<file path="config.mk">
export PLATFORM = sky130hd
export DESIGN_NAME = uart_flip_top
export DESIGN_NICKNAME = d
export VERILOG_FILES = /design/src/rtl/uart_flip_pkg.sv /design/src/rtl/byte_flip_core.sv /design/src/rtl/uart_flip_top.sv /design/src/rtl/uart_poll_master.sv
export VERILOG_INCLUDE_DIRS = /design/src /design/src/rtl
export SDC_FILE = /design/constraint.sdc
export NUM_CORES = 1
export LEC_CHECK = 0
export CORE_ASPECT_RATIO = 1.25
export CORE_MARGIN = 4
export CORE_UTILIZATION = 50
export DETAILED_ROUTE_END_ITERATION = 10
export DONT_BUFFER_PORTS = 1
export HOLD_SLACK_MARGIN = 0.06
export PLACE_DENSITY = 0.77
export SLEW_MARGIN = 30
export SYNTH_ARGS = -nofsm -noshare
export SYNTH_HDL_FRONTEND = slang
export SYNTH_HIERARCHICAL = 1
export SYNTH_SLANG_ARGS = --single-unit
</file>
<file path="constraint.sdc">
create_clock -name avm_clk -period 2 [get_ports avm_clk]
set_clock_uncertainty 0.2 [all_clocks]
set_input_delay 0.4 -clock avm_clk [delete_from_list [all_inputs] [get_ports avm_clk]]
set_output_delay 0.4 -clock avm_clk [all_outputs]
set_load 0.01 [all_outputs]
</file>
<file path="src/rtl/uart_flip_settings.svh">
`ifndef UART_FLIP_SETTINGS_SVH
`define UART_FLIP_SETTINGS_SVH

// Bus and payload widths of the UART register block
`define UART_ADDR_W 5
`define UART_DATA_W 32
`define UART_BYTE_W 8

// Register byte offsets
`define UART_RX_ADDR     5'd0
`define UART_TX_ADDR     5'd4
`define UART_STATUS_ADDR 5'd8

// Status register bits
`define UART_TX_OK_BIT 6
`define UART_RX_OK_BIT 7

`endif

</file>
<file path="src/rtl/uart_flip_pkg.sv">
`include "uart_flip_settings.svh"

package uart_flip_pkg;

    // One Avalon-MM master request, split into ports at the top level
    typedef struct packed {
        logic [`UART_ADDR_W-1:0] address;
        logic                    read;
        logic                    write;
        logic [`UART_DATA_W-1:0] writedata;
    } avm_req_t;

    // Request driven while the master is in reset
    localparam avm_req_t AVM_REQ_IDLE = '{
        address:   `UART_STATUS_ADDR,
        read:      1'b0,
        write:     1'b0,
        writedata: '0
    };

    // Bus master sequence
    // POLL_RX_STATUS waits for a received byte and POLL_TX_STATUS for a free transmitter
    typedef enum logic [2:0] {
        POLL_RX_STATUS = 3'd0,
        READ_RX        = 3'd1,
        WAIT_CORE      = 3'd2,
        POLL_TX_STATUS = 3'd3,
        WRITE_TX       = 3'd4
    } poll_state_t;

    // Compute core states
    typedef enum logic {
        FLIP_IDLE  = 1'b0,
        FLIP_SHIFT = 1'b1
    } flip_state_t;

endpackage

</file>
<file path="src/rtl/byte_flip_core.sv">
`include "uart_flip_settings.svh"

module byte_flip_core (
    input  logic                    avm_clk,
    input  logic                    avm_rst,
    input  logic                    start,
    input  logic [`UART_BYTE_W-1:0] data_in,
    output logic [`UART_BYTE_W-1:0] data_out,
    output logic                    done
);
    import uart_flip_pkg::*;

    localparam int CNT_W = $clog2(`UART_BYTE_W);
    localparam logic [CNT_W-1:0] LAST_BIT = CNT_W'(`UART_BYTE_W - 1);

    flip_state_t             state_r;
    logic [CNT_W-1:0]        cnt_r;
    logic                    done_r;
    logic [`UART_BYTE_W-1:0] in_sr;
    logic [`UART_BYTE_W-1:0] out_sr;
    logic [`UART_BYTE_W-1:0] src;
    logic                    load;
    logic                    shift;

    assign load  = (state_r == FLIP_IDLE) && start;
    assign shift = (state_r == FLIP_SHIFT);

    // The first bit moves on the load edge, so the last lands eight cycles after start
    assign src = load ? data_in : in_sr;

    always_ff @(posedge avm_clk or negedge avm_rst) begin
        if (!avm_rst) begin
            state_r <= FLIP_IDLE;
            cnt_r   <= '0;
            done_r  <= 1'b0;
        end else begin
            done_r <= 1'b0;
            case (state_r)
                FLIP_IDLE: begin
                    if (start) begin
                        state_r <= FLIP_SHIFT;
                        cnt_r   <= CNT_W'(1);
                    end
                end
                FLIP_SHIFT: begin
                    cnt_r <= cnt_r + 1'b1;
                    if (cnt_r == LAST_BIT) begin
                        done_r  <= 1'b1;
                        state_r <= FLIP_IDLE;
                    end
                end
                default: begin
                    state_r <= FLIP_IDLE;
                end
            endcase
        end
    end

    // LSB of the input goes in at the bottom of the output, which ends up reversed
    always_ff @(posedge avm_clk) begin
        if (load || shift) begin
            in_sr  <= src >> 1;
            out_sr <= {out_sr[`UART_BYTE_W-2:0], src[0]};
        end
    end

    assign data_out = out_sr;
    assign done     = done_r;

endmodule

</file>
<file path="src/rtl/uart_flip_top.sv">
`include "uart_flip_settings.svh"

module uart_flip_top (
    input  logic                    avm_clk,
    input  logic                    avm_rst,
    output logic [`UART_ADDR_W-1:0] avm_address,
    output logic                    avm_read,
    output logic                    avm_write,
    output logic [`UART_DATA_W-1:0] avm_writedata,
    input  logic [`UART_DATA_W-1:0] avm_readdata,
    input  logic                    avm_waitrequest
);
    import uart_flip_pkg::*;

    avm_req_t                req;
    logic                    flip_start;
    logic [`UART_BYTE_W-1:0] flip_in;
    logic [`UART_BYTE_W-1:0] flip_out;
    logic                    flip_done;

    // Avalon master port
    assign avm_address   = req.address;
    assign avm_read      = req.read;
    assign avm_write     = req.write;
    assign avm_writedata = req.writedata;

    uart_poll_master master_i (
        .avm_clk     (avm_clk),
        .avm_rst     (avm_rst),
        .req         (req),
        .readdata    (avm_readdata),
        .waitrequest (avm_waitrequest),
        .flip_start  (flip_start),
        .flip_in     (flip_in),
        .flip_out    (flip_out),
        .flip_done   (flip_done)
    );

    // Bit reversal takes eight cycles from start to done
    byte_flip_core core_i (
        .avm_clk  (avm_clk),
        .avm_rst  (avm_rst),
        .start    (flip_start),
        .data_in  (flip_in),
        .data_out (flip_out),
        .done     (flip_done)
    );

endmodule

</file>
<file path="src/rtl/uart_poll_master.sv">
`include "uart_flip_settings.svh"

module uart_poll_master (
    input  logic                     avm_clk,
    input  logic                     avm_rst,
    output uart_flip_pkg::avm_req_t  req,
    input  logic [`UART_DATA_W-1:0]  readdata,
    input  logic                     waitrequest,
    output logic                     flip_start,
    output logic [`UART_BYTE_W-1:0]  flip_in,
    input  logic [`UART_BYTE_W-1:0]  flip_out,
    input  logic                     flip_done
);
    import uart_flip_pkg::*;

    localparam int PAD_W = `UART_DATA_W - `UART_BYTE_W;

    poll_state_t state_r;
    poll_state_t state_nxt;

    // All bus outputs come straight from this register
    avm_req_t req_r;
    avm_req_t req_nxt;

    logic                    start_r;
    logic                    start_nxt;
    logic [`UART_BYTE_W-1:0] rx_byte_r;

    logic xfer_done;
    logic rx_ok;
    logic tx_ok;

    // A transfer ends on the edge where a command is up and waitrequest is low
    assign xfer_done = (req_r.read || req_r.write) && !waitrequest;

    assign rx_ok = readdata[`UART_RX_OK_BIT];
    assign tx_ok = readdata[`UART_TX_OK_BIT];

    always_comb begin
        state_nxt = state_r;
        req_nxt   = req_r;
        start_nxt = 1'b0;

        case (state_r)
            POLL_RX_STATUS: begin
                // Also raises the first status read after reset
                req_nxt.read    = 1'b1;
                req_nxt.write   = 1'b0;
                req_nxt.address = `UART_STATUS_ADDR;
                if (xfer_done && rx_ok) begin
                    req_nxt.address = `UART_RX_ADDR;
                    state_nxt       = READ_RX;
                end
            end

            READ_RX: begin
                if (xfer_done) begin
                    req_nxt.read = 1'b0;
                    start_nxt    = 1'b1;
                    state_nxt    = WAIT_CORE;
                end
            end

            WAIT_CORE: begin
                // Result stays in writedata until the TX write is accepted
                if (flip_done) begin
                    req_nxt.read      = 1'b1;
                    req_nxt.address   = `UART_STATUS_ADDR;
                    req_nxt.writedata = {{PAD_W{1'b0}}, flip_out};
                    state_nxt         = POLL_TX_STATUS;
                end
            end

            POLL_TX_STATUS: begin
                if (xfer_done && tx_ok) begin
                    req_nxt.read    = 1'b0;
                    req_nxt.write   = 1'b1;
                    req_nxt.address = `UART_TX_ADDR;
                    state_nxt       = WRITE_TX;
                end
            end

            WRITE_TX: begin
                if (xfer_done) begin
                    req_nxt.write   = 1'b0;
                    req_nxt.read    = 1'b1;
                    req_nxt.address = `UART_STATUS_ADDR;
                    state_nxt       = POLL_RX_STATUS;
                end
            end

            default: begin
                req_nxt   = AVM_REQ_IDLE;
                state_nxt = POLL_RX_STATUS;
            end
        endcase
    end

    always_ff @(posedge avm_clk or negedge avm_rst) begin
        if (!avm_rst) begin
            state_r <= POLL_RX_STATUS;
            req_r   <= AVM_REQ_IDLE;
            start_r <= 1'b0;
        end else begin
            state_r <= state_nxt;
            req_r   <= req_nxt;
            start_r <= start_nxt;
        end
    end

    // Received byte, held for the core while it loads
    always_ff @(posedge avm_clk) begin
        if (state_r == READ_RX && xfer_done) begin
            rx_byte_r <= readdata[`UART_BYTE_W-1:0];
        end
    end

    assign req        = req_r;
    assign flip_start = start_r;
    assign flip_in    = rx_byte_r;

endmodule

</file>
After elaboration in Yosys (flattened, before gate mapping)

Index checks and enable logic that the tools add are counted.

Bitwise gates (word level): 4
Reduce and logical (&&, ||, !) cells: 16
Add/subtract/negate cells: 1
Eq/ne operators: 11
Mux-type cells: 26

Operators with widths:

| cell                  | number |
|---|---|
| $pmux W32 S2          | 1 |
| $mux W32              | 1 |
| $pmux W5 S5           | 1 |
| $mux W7               | 3 |
| $mux W3               | 6 |
| $pmux W3 S5           | 1 |
| $ne A2 B1 Y1 const B  | 5 |
| $reduce_and A4 Y1     | 2 |
| $mux W1               | 7 |
| $eq A3 B2 Y1 const B  | 2 |
| $eq A3 B3 Y1 const B  | 2 |
| $mux W6               | 1 |
| $pmux W3 S2           | 1 |
| $logic_and A1 B1 Y1   | 5 |
| $pmux W1 S5           | 1 |
| $reduce_and A5 Y1     | 1 |
| $mux W4               | 1 |
| $not A1 Y1            | 4 |
| $reduce_or A4 Y1      | 1 |
| $add A3 B1 Y3 const B | 1 |
| $eq A3 B1 Y1 const B  | 1 |
| $logic_not A3 Y1      | 1 |
| $pmux W1 S3           | 1 |
| $reduce_and A3 Y1     | 1 |
| other kinds (6)       | 7 |

Flip-flop bits (word level): 71
Input bits: 35
Logic and storage cells: 71

Depth between registers and ports, before layout

Depth in word-level cells: 5
Mapped depth: 5

Cells and area by module

Netlist, hierarchy kept.

By module, submodules not included:

| module           | area each (um^2) | cells an instance | sequential area each (um^2) | instances |
|---|---|---|---|---|
| uart_poll_master | 1335.0           | 123               | 641.9                       | 1 |
| byte_flip_core   | 783.3            | 41                | 575.6                       | 1 |

Least setup slack after synthesis

OpenSTA, ideal clock, no wires.

Path type: register to register
From: reg master_i.state_r[2]
To: reg master_i.rx_byte_r[0] (netlist: master_i/flip_in[0]), enable pin
Arrival: 1.603 ns
Clock period less this slack: 2.201 ns
Path buffers: 1
Setup slack: -0.201 ns
Stages on the path, launching flop included: 3
Data required time: 1.403 ns
Cells stage by stage: dfrtp_1 -> buf_2 -> nor4_1

Cells in the longest elaborated chain, start to end: 2

RTL lines:

| element                | line                    | RTL |
|---|---|---|
| from (decl)            | uart_poll_master.sv:18  | `poll_state_t state_r;` |
| from (signal assigned) | uart_poll_master.sv:105 | `state_r <= state_nxt;` |
| $eq A3 B1 Y1           | uart_poll_master.sv:113 | `if (state_r == READ_RX && xfer_done) begin` |
| $logic_and A1 B1 Y1    | uart_poll_master.sv:113 |  |
| to (signal assigned)   | uart_poll_master.sv:114 | `` rx_byte_r <= readdata[`UART_BYTE_W-1:0]; `` |
| to (decl)              | uart_poll_master.sv:27  | `` logic [`UART_BYTE_W-1:0] rx_byte_r; `` |

No other way between the ends.
A chain may end at the register's enable or synchronous reset.

Worst setup path in the final report

From: reg master_i.state_r[1]
To: reg master_i.req_r, in the netlist master_i/req[7]

Cells in the longest elaborated chain, start to end: 4
Elaborated cells on any way between the ends: 10
Those cells by class: eq/ne (5); mux (1); bitwise (1); reduce/logical (3)

RTL lines:

| element                                    | line                    | RTL |
|---|---|---|
| $eq A3 B2 Y1, or another cell as far along | uart_poll_master.sv:44  | `case (state_r)` |
| $reduce_or A4 Y1 (no source line)          | -                       |  |
| $not A1 Y1 (no source line)                | -                       |  |
| $reduce_and A2 Y1 (no source line)         | -                       |  |
| to (signal assigned)                       | uart_poll_master.sv:106 | `req_r <= req_nxt;` |
| to (decl)                                  | uart_poll_master.sv:22  | `avm_req_t req_r;` |

Several ways; a longest one is shown, not always the timed one.

==> results.sh <==
export IMPL_crit_path_start_kind="flop"
export IMPL_cts_tree="done"
export IMPL_finalSetupTns_ps=0
export IMPL_n_antenna_cell=0
export IMPL_syn_inst=164
export IMPL_synth_edf_count=23
export IMPL_avgSynthCellArea_um2=12.9
export IMPL_insertion_delay_ps=290
export IMPL_firstDrtPassIters=4
export IMPL_yosys_top_cells_area="edfxtp_1 33%, dfrtp_1 24%, buf_4 9.6%"
export IMPL_min_from="avm_waitrequest"
export IMPL_slew_violations=0
export IMPL_cts_max_level=2
export IMPL_synth_cell_types=44
export IMPL_placementRows=26
export IMPL_cp_arrival_ps=1770
export IMPL_powerDensity_mw_per_mm2=1410
export IMPL_ctsResizeCount=0
export IMPL_final_cells=234
export IMPL_dp_cells=216
export IMPL_gr_usage_all_layers=0.148
export IMPL_cts_buffers=5
export IMPL_critical_path_max_fanout=20
export IMPL_required_ps=2020
export IMPL_slew_headroom=0.577
export IMPL_cts_setup_buffers=0
export IMPL_critPathLaunch="master_i/state_r[1]"
export IMPL_r2r_start="master_i/state_r[1]"
export IMPL_cts_sinks=44
export IMPL_final_nets=214
export IMPL_path_clk_slew_ps=80
export IMPL_yosysTopAreaCellShare=0.326
export IMPL_hold_class="in2reg"
export IMPL_ys_flop_type="edfxtp_1"
export IMPL_detailed_place_hpwl_mm=2.48
export IMPL_antenna_found_initial=0
export IMPL_root_buffer="clkbuf_8"
export IMPL_worst_slew_pin_transition_ps=634
export IMPL_dieHeight_um=80.8
export IMPL_endpoint_kind="flop"
export IMPL_grt_start_max_net_pins=22
export IMPL_drc=0
export IMPL_final_common_cell="conb_1"
export IMPL_yosysTopAreaCell="edfxtp_1"
export IMPL_vias_per_cell=5.02
export IMPL_status="complete, no violations"
export IMPL_wl_per_cell_um=15.7
export IMPL_die_w_um=66.2
export IMPL_final_cell_mix="27 x conb_1, 23 x edfxtp_1, 20 x dfrtp_1"
export IMPL_finalSetupViolCount=0
export IMPL_vias=1175
export IMPL_max_freq_mhz=572
export IMPL_path_buf_inv=0
export IMPL_antenna_left=0
export IMPL_ir_drop_uv=567
export IMPL_leakagePower_nw=0.942
export IMPL_routed_wl_mm=3.67
export IMPL_critPathKind="reg2reg"
export IMPL_post_route_min_period_ps=1750
export IMPL_critPathTopFamily="flip-flops"
export IMPL_grt_pass1_vias=1195
export IMPL_final_layout_size_suffix_gt1_frac=0.219
export IMPL_slowest_delay_ps=750
export IMPL_seq_area_frac_synth=0.575
export IMPL_initial_core_util=0.517
export IMPL_die_area_mm2=0.00535
export IMPL_overflow=0
export IMPL_gp_congestion=0.852
export IMPL_rsz0062_at_grt="false"
export IMPL_drt_initial_drc_count=56
export IMPL_core_mm2=0.00410
export IMPL_yosys_register_bits=44
export IMPL_grt_pass1_wl_mm=5.83
export IMPL_layout_worst_path_cycle_share=0.874
export IMPL_cap_violations=0
export IMPL_cts_max_path_buffers=2
export IMPL_pin_count=74
export IMPL_worstPathCellList="nor3b_4 > a21oi_1 > o21ai_1"
export IMPL_port_buffers=0
export IMPL_ys_warn_count=6
export IMPL_hold_viol=0
export IMPL_async_flop_share=0.477
export IMPL_syn_cell_area_mm2=0.00212
export IMPL_area_growth_pct=5.43
export IMPL_critPathSlowestCell="dfrtp_1"
[area by class of cell]
type                       instances  area, um2
tap                               56       70.1
multi-input combinational        109        736
sequential                        44       1220
inverter                           5       18.8
clock buffer                       7       76.3
fill                             362       1870
timing repair buffer              12        110
clock inverter                     1       5.00
[registers in the layout (all words and copies together) (netlist names)]
name	cells
master_i/flip_in	8
master_i/req	12
core_i/in_sr	7
core_i/shift	1
master_i/state_r	3
core_i/done	1
core_i/cnt_r	3
core_i/data_out	8
master_i/flip_start	1
[final timing paths]
| check | depth (start not counted) | to | slack (ps) |
|---|---|---|---|
| max reg2reg | 3 | master_i/req[7] | 250 |
| max | 3 | master_i/req[7] | 250 |
| max in group asynchronous | 2 | master_i/req[37] | 870 |
| min | 2 | master_i/req[32] | 80 |
| min in group asynchronous | 2 | core_i/cnt_r[0] | 380 |
| min reg2reg | 0 | core_i/data_out[7] | 260 |
[what timing repair did]
item	4_1_cts	5_1_grt
endpoints found under the setup margin	0	0
hold buffers	9	1
endpoints found under the hold margin	29	20
[layer usage]
layer,track usage,share of wire,up-vias,wire length (um)
met1,0.158,0.38,574,1410
met2,0.260,0.53,39,1950
li1,-,-,556,-
met4,0.0671,0.018,0,65
met3,0.0512,0.064,6,236
met5,0,0,-,0
[power by group]
part | leakage [nW] | switching, mW | internal, mW | total, mW
combinational | 0.441 | 0.450 | 0.464 | 0.914
clock | 0.0422 | 0.285 | 0.245 | 0.530
sequential | 0.458 | 0.336 | 1.37 | 1.71
[synthesized netlist by cell type (4+ instances only)]
cell type / n
inv_1: 4
nand2_1: 8
dfrtp_1: 20
mux2_4: 7
o21ai_0: 5
edfxtp_1: 23
a21oi_1: 10
o21ai_1: 8
nor2_1: 5
and2b_2: 9
buf_4: 27
[cell families after synthesis]
logic type,after synthesis,synth area share
DFF,44,0.575
AOI/OAI and AO/OA,38,0.118
buffers and inverters,37,0.127
and+or+nand+nor,35,0.118
muxes,7,0.0496
adders and majority gates,2,0.0118
other,1,0.00177
[through the flow]
| stage | hold WS (ps) | util | worst slack [ps] | area (um2) | total power [mW] |
|---|---|---|---|---|---|
| 4_1_cts | 75.6 | 0.544 | 261 | 2230 | 3.17 |
| 5_1_grt | 94.8 | 0.545 | 130 | 2230 | 3.35 |
| 3_5_place_dp | -95.2 | 0.502 | 267 | 2060 | 2.62 |
| 2_1_floorplan | -95.6 | - | 139 | 2220 | 2.47 |
| 3_3_place_gp | -94.9 | 0.502 | 329 | 2060 | 2.54 |
| 6_report | 85.0 | 0.545 | 251 | 2230 | 3.15 |
Power figures use the tool's default switching activity.
